<file path="src/logic/bp_macros.svh">
// Branch predictor sizes
`ifndef BP_MACROS_SVH
`define BP_MACROS_SVH

// BTB entries, indexed by PC bits 5:2
`define BP_BTB_ENTRIES 16

// Global history length, also sets the PHT size
`define BP_GHR_BITS 4

// In-flight predictions held between fetch and resolve
`define BP_QUEUE_DEPTH 4

`endif
</file>
<file path="src/logic/bp_pkg.sv">
// Branch predictor types
package bp_pkg;

    // RISC-V control-transfer opcodes seen at fetch
    typedef enum logic [6:0] {
        OPC_BRANCH = 7'b1100011,
        OPC_JAL    = 7'b1101111,
        OPC_JALR   = 7'b1100111
    } rv_opcode_e;

    // Class kept in BTB and queue entries
    typedef enum logic [1:0] {
        CLASS_NONE   = 2'd0,
        CLASS_BRANCH = 2'd1,
        CLASS_JUMP   = 2'd2
    } instr_class_e;

    // PHT counters are 2-bit saturating and the upper bit means predict taken.
    // They reset to 01 (weakly not taken) and saturate at 00 and 11.

endpackage

</file>
<file path="src/logic/branch_predictor_top.sv">
// Branch prediction front end
`timescale 1ns/1ps
`include "bp_macros.svh"

module branch_predictor_top (
    input  logic        clk,
    input  logic        rst_n_i,
    input  logic        fetch_valid_i,
    input  logic [31:0] fetch_pc_i,
    input  logic [6:0]  fetch_op_i,
    output logic        fetch_ready_o,
    output logic        pred_taken_o,
    output logic [31:0] pred_target_o,
    input  logic        resolve_valid_i,
    input  logic        resolve_taken_i,
    input  logic [31:0] resolve_target_i,
    output logic        queue_empty_o,
    output logic        mispredict_o,
    output logic [31:0] redirect_pc_o
);

    logic                    push;
    logic [31:0]             push_pc;
    bp_pkg::instr_class_e    push_class;
    logic [`BP_GHR_BITS-1:0] push_index;
    logic                    push_taken;
    logic [31:0]             push_target;
    logic                    queue_full;
    logic                    pop;
    logic                    flush;
    logic [31:0]             head_pc;
    bp_pkg::instr_class_e    head_class;
    logic [`BP_GHR_BITS-1:0] head_index;
    logic                    head_taken;
    logic [31:0]             head_target;
    logic                    btb_wr_en;
    bp_pkg::instr_class_e    btb_wr_class;
    logic [31:0]             btb_wr_target;
    logic                    pht_upd_en;
    logic [`BP_GHR_BITS-1:0] pht_upd_index;
    logic                    pht_upd_taken;
    logic                    pht_upd_is_branch;

    fetch_predictor fetch_predictor_inst (
        .clk                 (clk),
        .rst_n_i             (rst_n_i),
        .fetch_valid_i       (fetch_valid_i),
        .fetch_pc_i          (fetch_pc_i),
        .fetch_op_i          (fetch_op_i),
        .fetch_ready_o       (fetch_ready_o),
        .pred_taken_o        (pred_taken_o),
        .pred_target_o       (pred_target_o),
        .push_o              (push),
        .push_pc_o           (push_pc),
        .push_class_o        (push_class),
        .push_index_o        (push_index),
        .push_taken_o        (push_taken),
        .push_target_o       (push_target),
        .queue_full_i        (queue_full),
        .btb_wr_en_i         (btb_wr_en),
        .btb_wr_pc_i         (head_pc),
        .btb_wr_class_i      (btb_wr_class),
        .btb_wr_target_i     (btb_wr_target),
        .pht_upd_en_i        (pht_upd_en),
        .pht_upd_index_i     (pht_upd_index),
        .pht_upd_taken_i     (pht_upd_taken),
        .pht_upd_is_branch_i (pht_upd_is_branch)
    );

    predict_queue predict_queue_inst (
        .clk           (clk),
        .rst_n_i       (rst_n_i),
        .push_i        (push),
        .push_pc_i     (push_pc),
        .push_class_i  (push_class),
        .push_index_i  (push_index),
        .push_taken_i  (push_taken),
        .push_target_i (push_target),
        .pop_i         (pop),
        .flush_i       (flush),
        .full_o        (queue_full),
        .empty_o       (queue_empty_o),
        .head_pc_o     (head_pc),
        .head_class_o  (head_class),
        .head_index_o  (head_index),
        .head_taken_o  (head_taken),
        .head_target_o (head_target)
    );

    resolve_unit resolve_unit_inst (
        .clk                 (clk),
        .rst_n_i             (rst_n_i),
        .resolve_valid_i     (resolve_valid_i),
        .resolve_taken_i     (resolve_taken_i),
        .resolve_target_i    (resolve_target_i),
        .head_pc_i           (head_pc),
        .head_class_i        (head_class),
        .head_index_i        (head_index),
        .head_taken_i        (head_taken),
        .head_target_i       (head_target),
        .pop_o               (pop),
        .flush_o             (flush),
        .btb_wr_en_o         (btb_wr_en),
        .btb_wr_class_o      (btb_wr_class),
        .btb_wr_target_o     (btb_wr_target),
        .pht_upd_en_o        (pht_upd_en),
        .pht_upd_index_o     (pht_upd_index),
        .pht_upd_taken_o     (pht_upd_taken),
        .pht_upd_is_branch_o (pht_upd_is_branch),
        .mispredict_o        (mispredict_o),
        .redirect_pc_o       (redirect_pc_o)
    );

endmodule

</file>
<file path="src/logic/resolve_unit.sv">
// Branch resolution and training
`timescale 1ns/1ps
`include "bp_macros.svh"

module resolve_unit (
    input  logic                    clk,
    input  logic                    rst_n_i,
    input  logic                    resolve_valid_i,
    input  logic                    resolve_taken_i,
    input  logic [31:0]             resolve_target_i,
    input  logic [31:0]             head_pc_i,
    input  bp_pkg::instr_class_e    head_class_i,
    input  logic [`BP_GHR_BITS-1:0] head_index_i,
    input  logic                    head_taken_i,
    input  logic [31:0]             head_target_i,
    output logic                    pop_o,
    output logic                    flush_o,
    output logic                    btb_wr_en_o,
    output bp_pkg::instr_class_e    btb_wr_class_o,
    output logic [31:0]             btb_wr_target_o,
    output logic                    pht_upd_en_o,
    output logic [`BP_GHR_BITS-1:0] pht_upd_index_o,
    output logic                    pht_upd_taken_o,
    output logic                    pht_upd_is_branch_o,
    output logic                    mispredict_o,
    output logic [31:0]             redirect_pc_o
);

    logic target_diff;
    logic mispredict;
    logic actual_taken;

    // Jumps always count as taken in the history
    assign actual_taken = (head_class_i == bp_pkg::CLASS_JUMP) || resolve_taken_i;
    assign target_diff  = (head_target_i != resolve_target_i);
    assign mispredict   = (head_taken_i != resolve_taken_i) ||
                          (head_taken_i && resolve_taken_i && target_diff);

    assign pop_o   = resolve_valid_i;
    assign flush_o = resolve_valid_i && mispredict;

    // A taken outcome predicted not taken or to a stale target refills the BTB
    assign btb_wr_en_o     = resolve_valid_i && resolve_taken_i && (!head_taken_i || target_diff);
    assign btb_wr_class_o  = head_class_i;
    assign btb_wr_target_o = resolve_target_i;

    assign pht_upd_en_o        = resolve_valid_i;
    assign pht_upd_index_o     = head_index_i;
    assign pht_upd_taken_o     = actual_taken;
    assign pht_upd_is_branch_o = (head_class_i == bp_pkg::CLASS_BRANCH);

    always_ff @(posedge clk or negedge rst_n_i) begin
        if (!rst_n_i) begin
            mispredict_o <= 1'b0;
        end else begin
            mispredict_o <= flush_o;
        end
    end

    always_ff @(posedge clk) begin
        if (flush_o) begin
            redirect_pc_o <= resolve_taken_i ? resolve_target_i : head_pc_i + 32'd4;
        end
    end

endmodule

</file>
<file path="src/logic/predict_queue.sv">
// In-flight prediction queue
`timescale 1ns/1ps
`include "bp_macros.svh"

module predict_queue (
    input  logic                    clk,
    input  logic                    rst_n_i,
    input  logic                    push_i,
    input  logic [31:0]             push_pc_i,
    input  bp_pkg::instr_class_e    push_class_i,
    input  logic [`BP_GHR_BITS-1:0] push_index_i,
    input  logic                    push_taken_i,
    input  logic [31:0]             push_target_i,
    input  logic                    pop_i,
    input  logic                    flush_i,
    output logic                    full_o,
    output logic                    empty_o,
    output logic [31:0]             head_pc_o,
    output bp_pkg::instr_class_e    head_class_o,
    output logic [`BP_GHR_BITS-1:0] head_index_o,
    output logic                    head_taken_o,
    output logic [31:0]             head_target_o
);

    localparam int PTR_W = $clog2(`BP_QUEUE_DEPTH);
    localparam int CNT_W = $clog2(`BP_QUEUE_DEPTH + 1);

    logic [31:0]             pc_q     [`BP_QUEUE_DEPTH];
    bp_pkg::instr_class_e    class_q  [`BP_QUEUE_DEPTH];
    logic [`BP_GHR_BITS-1:0] index_q  [`BP_QUEUE_DEPTH];
    logic                    taken_q  [`BP_QUEUE_DEPTH];
    logic [31:0]             target_q [`BP_QUEUE_DEPTH];

    logic [PTR_W-1:0] wr_ptr_q;
    logic [PTR_W-1:0] rd_ptr_q;
    logic [CNT_W-1:0] count_q;
    logic             do_push;
    logic             do_pop;

    function automatic logic [PTR_W-1:0] ptr_inc(input logic [PTR_W-1:0] ptr);
        ptr_inc = (ptr == PTR_W'(`BP_QUEUE_DEPTH - 1)) ? '0 : ptr + 1'b1;
    endfunction

    assign full_o  = (count_q == CNT_W'(`BP_QUEUE_DEPTH));
    assign empty_o = (count_q == '0);
    assign do_push = push_i && !full_o;
    assign do_pop  = pop_i && !empty_o;

    always_ff @(posedge clk or negedge rst_n_i) begin
        if (!rst_n_i) begin
            wr_ptr_q <= '0;
            rd_ptr_q <= '0;
            count_q  <= '0;
        end else if (flush_i) begin
            // Younger entries and any same-cycle push are wrong-path
            rd_ptr_q <= wr_ptr_q;
            count_q  <= '0;
        end else begin
            if (do_push) begin
                wr_ptr_q <= ptr_inc(wr_ptr_q);
            end
            if (do_pop) begin
                rd_ptr_q <= ptr_inc(rd_ptr_q);
            end
            count_q <= count_q + CNT_W'(do_push) - CNT_W'(do_pop);
        end
    end

    always_ff @(posedge clk) begin
        if (do_push) begin
            pc_q[wr_ptr_q]     <= push_pc_i;
            class_q[wr_ptr_q]  <= push_class_i;
            index_q[wr_ptr_q]  <= push_index_i;
            taken_q[wr_ptr_q]  <= push_taken_i;
            target_q[wr_ptr_q] <= push_target_i;
        end
    end

    assign head_pc_o     = pc_q[rd_ptr_q];
    assign head_class_o  = class_q[rd_ptr_q];
    assign head_index_o  = index_q[rd_ptr_q];
    assign head_taken_o  = taken_q[rd_ptr_q];
    assign head_target_o = target_q[rd_ptr_q];

endmodule

</file>
<file path="src/logic/fetch_predictor.sv">
// Fetch-side predictor
`timescale 1ns/1ps
`include "bp_macros.svh"

module fetch_predictor (
    input  logic                    clk,
    input  logic                    rst_n_i,
    input  logic                    fetch_valid_i,
    input  logic [31:0]             fetch_pc_i,
    input  logic [6:0]              fetch_op_i,
    output logic                    fetch_ready_o,
    output logic                    pred_taken_o,
    output logic [31:0]             pred_target_o,
    output logic                    push_o,
    output logic [31:0]             push_pc_o,
    output bp_pkg::instr_class_e    push_class_o,
    output logic [`BP_GHR_BITS-1:0] push_index_o,
    output logic                    push_taken_o,
    output logic [31:0]             push_target_o,
    input  logic                    queue_full_i,
    input  logic                    btb_wr_en_i,
    input  logic [31:0]             btb_wr_pc_i,
    input  bp_pkg::instr_class_e    btb_wr_class_i,
    input  logic [31:0]             btb_wr_target_i,
    input  logic                    pht_upd_en_i,
    input  logic [`BP_GHR_BITS-1:0] pht_upd_index_i,
    input  logic                    pht_upd_taken_i,
    input  logic                    pht_upd_is_branch_i
);

    bp_pkg::instr_class_e    fetch_class;
    logic                    btb_hit;
    bp_pkg::instr_class_e    btb_class;
    logic [31:0]             btb_target;
    logic [`BP_GHR_BITS-1:0] pht_index;
    logic                    pht_taken;

    always_comb begin
        case (fetch_op_i)
            bp_pkg::OPC_BRANCH: fetch_class = bp_pkg::CLASS_BRANCH;
            bp_pkg::OPC_JAL:    fetch_class = bp_pkg::CLASS_JUMP;
            bp_pkg::OPC_JALR:   fetch_class = bp_pkg::CLASS_JUMP;
            default:            fetch_class = bp_pkg::CLASS_NONE;
        endcase
    end

    btb_table btb_table_inst (
        .clk          (clk),
        .rst_n_i      (rst_n_i),
        .lookup_pc_i  (fetch_pc_i),
        .hit_o        (btb_hit),
        .hit_class_o  (btb_class),
        .hit_target_o (btb_target),
        .wr_en_i      (btb_wr_en_i),
        .wr_pc_i      (btb_wr_pc_i),
        .wr_class_i   (btb_wr_class_i),
        .wr_target_i  (btb_wr_target_i)
    );

    gshare_pht gshare_pht_inst (
        .clk             (clk),
        .rst_n_i         (rst_n_i),
        .lookup_pc_i     (fetch_pc_i),
        .pht_index_o     (pht_index),
        .predict_taken_o (pht_taken),
        .upd_en_i        (pht_upd_en_i),
        .upd_index_i     (pht_upd_index_i),
        .upd_taken_i     (pht_upd_taken_i),
        .upd_is_branch_i (pht_upd_is_branch_i)
    );

    // Jumps that hit are always taken and branches follow the counter
    assign pred_taken_o = btb_hit && ((btb_class == bp_pkg::CLASS_JUMP) ||
                          ((btb_class == bp_pkg::CLASS_BRANCH) && pht_taken));
    assign pred_target_o = pred_taken_o ? btb_target : fetch_pc_i + 32'd4;

    assign fetch_ready_o = !queue_full_i;
    assign push_o        = fetch_valid_i && (fetch_class != bp_pkg::CLASS_NONE) && fetch_ready_o;
    assign push_pc_o     = fetch_pc_i;
    assign push_class_o  = fetch_class;
    assign push_index_o  = pht_index;
    assign push_taken_o  = pred_taken_o;
    assign push_target_o = pred_target_o;

endmodule

</file>
<file path="src/logic/gshare_pht.sv">
// Gshare direction predictor
`timescale 1ns/1ps
`include "bp_macros.svh"

module gshare_pht (
    input  logic                    clk,
    input  logic                    rst_n_i,
    input  logic [31:0]             lookup_pc_i,
    output logic [`BP_GHR_BITS-1:0] pht_index_o,
    output logic                    predict_taken_o,
    input  logic                    upd_en_i,
    input  logic [`BP_GHR_BITS-1:0] upd_index_i,
    input  logic                    upd_taken_i,
    input  logic                    upd_is_branch_i
);

    localparam int PHT_SIZE = 1 << `BP_GHR_BITS;

    logic [1:0]              pht_q [PHT_SIZE];
    logic [`BP_GHR_BITS-1:0] ghr_q;
    logic [1:0]              upd_cnt;

    assign pht_index_o     = lookup_pc_i[`BP_GHR_BITS+1:2] ^ ghr_q;
    assign predict_taken_o = pht_q[pht_index_o][1];

    assign upd_cnt = pht_q[upd_index_i];

    always_ff @(posedge clk or negedge rst_n_i) begin
        if (!rst_n_i) begin
            for (int i = 0; i < PHT_SIZE; i++) begin
                pht_q[i] <= 2'b01;
            end
        end else if (upd_en_i && upd_is_branch_i) begin
            // Saturate at both ends
            if (upd_taken_i && (upd_cnt != 2'b11)) begin
                pht_q[upd_index_i] <= upd_cnt + 2'd1;
            end else if (!upd_taken_i && (upd_cnt != 2'b00)) begin
                pht_q[upd_index_i] <= upd_cnt - 2'd1;
            end
        end
    end

    // History only moves at resolution
    always_ff @(posedge clk or negedge rst_n_i) begin
        if (!rst_n_i) begin
            ghr_q <= '0;
        end else if (upd_en_i) begin
            ghr_q <= {ghr_q[`BP_GHR_BITS-2:0], upd_taken_i};
        end
    end

endmodule

</file>
<file path="src/logic/btb_table.sv">
// Branch target buffer
`timescale 1ns/1ps
`include "bp_macros.svh"

module btb_table (
    input  logic                     clk,
    input  logic                     rst_n_i,
    input  logic [31:0]              lookup_pc_i,
    output logic                     hit_o,
    output bp_pkg::instr_class_e     hit_class_o,
    output logic [31:0]              hit_target_o,
    input  logic                     wr_en_i,
    input  logic [31:0]              wr_pc_i,
    input  bp_pkg::instr_class_e     wr_class_i,
    input  logic [31:0]              wr_target_i
);

    localparam int IDX_W = $clog2(`BP_BTB_ENTRIES);

    logic                 valid_q  [`BP_BTB_ENTRIES];
    logic [31:0]          tag_q    [`BP_BTB_ENTRIES];
    bp_pkg::instr_class_e class_q  [`BP_BTB_ENTRIES];
    logic [31:0]          target_q [`BP_BTB_ENTRIES];

    logic [IDX_W-1:0] rd_idx;
    logic [IDX_W-1:0] wr_idx;

    assign rd_idx = lookup_pc_i[IDX_W+1:2];
    assign wr_idx = wr_pc_i[IDX_W+1:2];

    // Full PC is kept as tag, so aliasing never gives a false hit
    assign hit_o        = valid_q[rd_idx] && (tag_q[rd_idx] == lookup_pc_i);
    assign hit_class_o  = hit_o ? class_q[rd_idx] : bp_pkg::CLASS_NONE;
    assign hit_target_o = target_q[rd_idx];

    always_ff @(posedge clk or negedge rst_n_i) begin
        if (!rst_n_i) begin
            for (int i = 0; i < `BP_BTB_ENTRIES; i++) begin
                valid_q[i] <= 1'b0;
            end
        end else if (wr_en_i) begin
            valid_q[wr_idx] <= 1'b1;
        end
    end

    always_ff @(posedge clk) begin
        if (wr_en_i) begin
            tag_q[wr_idx]    <= wr_pc_i;
            class_q[wr_idx]  <= wr_class_i;
            target_q[wr_idx] <= wr_target_i;
        end
    end

endmodule

</file>
<file path="config.mk">
export PLATFORM = sky130hd
export DESIGN_NAME = branch_predictor_top
export DESIGN_NICKNAME = d
export VERILOG_FILES = /design/src/logic/bp_pkg.sv /design/src/logic/branch_predictor_top.sv /design/src/logic/resolve_unit.sv /design/src/logic/predict_queue.sv /design/src/logic/fetch_predictor.sv /design/src/logic/gshare_pht.sv /design/src/logic/btb_table.sv
export VERILOG_INCLUDE_DIRS = /design/src /design/src/logic
export SDC_FILE = /design/constraint.sdc
export NUM_CORES = 2
export LEC_CHECK = 0
export BUFFER_PORTS_ARGS = -buffer_cell sky130_fd_sc_hd__buf_2
export CAP_MARGIN = 20
export CORE_UTILIZATION = 45
export CTS_CLUSTER_SIZE = 40
export DETAILED_ROUTE_END_ITERATION = 12
export GPL_TIMING_DRIVEN = 0
export PLACE_DENSITY = 0.71
export RECOVER_POWER = 100
export SYNTH_ARGS = -nofsm -noshare
export SYNTH_HDL_FRONTEND = slang
export SYNTH_SLANG_ARGS = --single-unit
</file>
<file path="constraint.sdc">
create_clock -name clk -period 7.8 [get_ports clk]
set_input_delay 0.78 -clock clk [delete_from_list [all_inputs] [get_ports clk]]
set_output_delay 0.78 -clock clk [all_outputs]
set_load 0.02 [all_outputs]
</file>
==> flow_summary.yaml <==
status:
  outcome: "finished, violations left"
  violations: "capacitance limit, slew limit"
clock_network:
  h-tree-depth: 4
  cts_tree: "yes"
  cts_buffer_depth: 3
  clock-sinks: 1432
  cts-root-buf: "clkbuf_16"
  numCtsBuffers: 144
  post-cts-setup-buffers: 0
  clk_pin_slew_ps: 60
  clk_latency_ps: 770
  ctsHoldBuffers: 0
  post_cts_resized: 0
placement:
  place_hpwl_um: 110300
  routabilityCongestion: 0.9574
  pre_cts_ws_ps: 641.5
  dp_cells: 4657
  io_buffers: 142
final_layout:
  layout.cells.non_filler: 4933
  final_nets: 3252
  syn2layout_area_growth_pct: 14.49
  drive_gt1_frac: 0.2293
synth:
  yosysMostFrequentCell: "edfxtp_1"
  ys_seq_area_frac: 0.7444
  synth.distinct_cells: 74
  syn_area_mm2: 0.05739
  ys_ff_latch: 1432
  synth_area_leaders: "edfxtp_1, mux4_2, dfrtp_1"
  yosys.area.top_type_share: 0.7179
  synth_cells: 2784
  synth_edf_count: 1372
  avgSynthCellArea_um2: 20.61
  yosysWarnings: 0
  synth_common_cells: "edfxtp_1, mux4_2, nor2_1, mux2i_1, nand2_1"
  synth_top_cell_by_area: "edfxtp_1"
  async_flop_share: 0.04190
  synth_fp_nets: 2876
  synth_flop_cell: "edfxtp_1"
sta:
  worst_pin_slew_ps: 3790
  finalWorstSetupSlack_ps: 513.0
  timing.slew.headroom: -1.527
  rsz0062_at_grt: "no"
  timing.fmax_mhz: 137.2
  fin_skew_ps: 32.76
  hold_viol_final: 0
  setup_viol: 0
  layout_min_cycle_time_ps: 7287
  finalMaxSlewViolations: 528
  fin_crit_sh: 0.9342
route:
  drtIter0Drc: 4584
  first_pass_iters: 8
  ant_nets: 0
  post_drt_wl_per_cell_um: 33.23
  routed_wirelength_um: 163900
  drc: 0
  viasPerCell: 6.245
  via_count: 30810
setup_path:
  critPathLaunchType: "input pin"
  critPathMaxFanout: 10
  cpMostUsedCell: "clkbuf_1"
  ff2ff_setup_slack_ps: 660
  r2r_cells: 13
  crit_type: "in2out"
  endpoint_kind: "primary output"
  rr_startpoint: "predict_queue_inst.rd_ptr_q[0]$_DFFE_PN0P_"
  worst-endpoint-arrival_ps: 6510
  critPathMaxStageDelay_ps: 690
  cp_slowest_cell: "nor4_4"
  crit_required_ps: 7020
  crit_family: "buffers and inverters"
  path_cells: "clkbuf_1 -> clkbuf_1 -> clkinv_1 -> clkbuf_1 -> a31oi_1 -> or3b_2 -> o22ai_1 -> nand4_1 -> nor4_4 -> buf_6 -> mux2i_1 -> clkbuf_1"
  path_buf_inv: 6
die:
  initial_core_util: 0.4553
  io_pins: 144
  rows: 130
  dieWidth_um: 359.1
  die_h_um: 359.1
  core_mm2: 0.1261
  die-area_mm2: 0.1290
grt:
  grt_remaining_overflow: 0
  antenna_found_initial: 22
  grt_pass1_wl_um: 230000
  grt_max_degree: 51
  grtUsageTotal: 0.2541
  grt_pass1_vias: 29900
power_and_ir_drop:
  p_sw_uw: 5484
  seqPwrFrac: 0.478
  power_density_mw_per_mm2: 303.9
  p_leak_uw: 0.02098
  clkPwrFrac: 0.345
  internal_power_uw: 14480
  vdd_drop_max_uv: 148.0
  combPwrFrac: 0.177
  switching_share: 0.2747
hold_path:
  hold_class: "in2async"
job:
  max_cap_viol_count: 21
## cell type report
type / count / area (um^2)
antenna: 4 / 10.01
buffer: 130 / 676.9
clock buffer: 179 / 3851
clock inverter: 86 / 814.5
fill: 9684 / 60350
inverter: 31 / 116.4
multi-input combinational: 1191 / 13810
sequential: 1432 / 42720
tap: 1650 / 2064
timing repair buffer: 230 / 1640
## flip-flops by register name (all words and copies together), names as in the netlist, 2 cells and up, named ones only
register                                      count
fetch_predictor_inst.btb_table_inst.class_q      32
fetch_predictor_inst.btb_table_inst.tag_q       512
fetch_predictor_inst.btb_table_inst.target_q    512
fetch_predictor_inst.btb_table_inst.valid_q      16
fetch_predictor_inst.gshare_pht_inst.ghr_q        4
fetch_predictor_inst.gshare_pht_inst.pht_q       16
predict_queue_inst.class_q                        8
predict_queue_inst.count_q                        3
predict_queue_inst.index_q                       16
predict_queue_inst.pc_q                         128
predict_queue_inst.rd_ptr_q                       2
predict_queue_inst.taken_q                        4
predict_queue_inst.target_q                     128
predict_queue_inst.wr_ptr_q                       2
resolve_unit_inst.redirect_pc_o                  32
## how the worst max path moves through the flow
stage,from,end,slack [ps],depth (start not counted)
final,fetch_pc_i[5],pred_target_o[2],510,12
after global routing,predict_queue_inst.rd_ptr_q[0]$_DFFE_PN0P_,flop,410,13
after CTS,fetch_pc_i[3],pred_target_o[2],580,13
after detailed placement,fetch_pc_i[3],pred_target_o[2],640,13
after global placement,predict_queue_inst.rd_ptr_q[1]$_DFFE_PN0P_,fetch_predictor_inst.btb_table_inst.valid_q[13]$_DFFE_PN0P_,-8190,11
after floorplan,predict_queue_inst.rd_ptr_q[0]$_DFFE_PN0P_,fetch_predictor_inst.btb_table_inst.valid_q[13]$_DFFE_PN0P_,130,10
## layout by cell type (no fill, tap or decap), types with 11 or more instances in the layout
cell type,count
xnor2_1,77
mux2i_1,93
mux2_1,35
clkinv_1,32
mux4_2,344
nand4_1,26
inv_1,26
nand2_1,93
buf_1,15
buf_12,11
a22oi_1,23
nor2b_1,17
buf_2,29
dfrtp_1,44
buf_16,11
nor3_1,19
nor2_1,97
clkinv_2,27
mux2_2,31
edfxtp_1,1372
or2_2,23
buf_8,21
o21ai_0,37
bufinv_16,12
ha_1,15
nand3_1,27
buf_6,27
dfstp_2,16
xor2_1,40
a21oi_1,36
clkbuf_16,149
clkbuf_1,261
## per-layer routing
metal,routed length [um],global-route usage,share of wire,vias up
li1,-,-,-,12210
met1,63220,0.3588,0.39,16150
met2,74230,0.3794,0.45,2106
met3,21760,0.07989,0.13,306
met4,4356,0.07313,0.027,32
met5,344,0.008879,0.0021,-
## power groups by stage
stage / Clock (uW) / Combinational, uW / Sequential, uW
after floorplan: 0 / 2020 / 9720
after global placement: 0 / 3290 / 9760
after detailed placement: 0 / 3520 / 9700
after CTS: 6930 / 3550 / 9540
after global routing: 7210 / 3700 / 9590
final: 6890 / 3530 / 9550
## metrics by stage
step / hold WS, ps / TNS (ps) / cell area (um^2) / power [uW] / util
6_report: 321.4 / 0 / 65710 / 19970 / 0.5212
3_5_place_dp: 450.3 / 0 / 61660 / 13220 / 0.4892
2_1_floorplan: 433.7 / 0 / 57390 / 11740 / -
4_1_cts: 9.068 / 0 / 66330 / 20020 / 0.5262
3_3_place_gp: 447.0 / -3827800 / 60170 / 13050 / 0.4773
5_1_grt: 308.3 / 0 / 65700 / 20500 / 0.5212
## worst reg2reg max path: cells and delay by family (launching register included)
| family | cells | cell delay (ps) |
|---|---|---|
| AOI/OAI and AO/OA | 1 | 540 |
| and+or+nand+nor | 2 | 1090 |
| DFF | 1 | 360 |
| muxes | 1 | 610 |
| buffers and inverters | 9 | 4180 |
## cell families (layout without fill, tap and decap cells)
logic type	count (synthesis)	in the layout	synth area share
AND/OR/NAND/NOR	383	383	0.03307
XOR/XNOR	117	117	0.01786
multiplexers	505	505	0.1670
flip-flops	1432	1432	0.7444
buffers and inverters	161	656	0.01406
adder cells (fa/ha/maj)	16	16	0.003619
AO/OA/AOI/OAI	170	170	0.02001
other	0	4	0
Note: power is estimated with default switching activity, not from simulation.
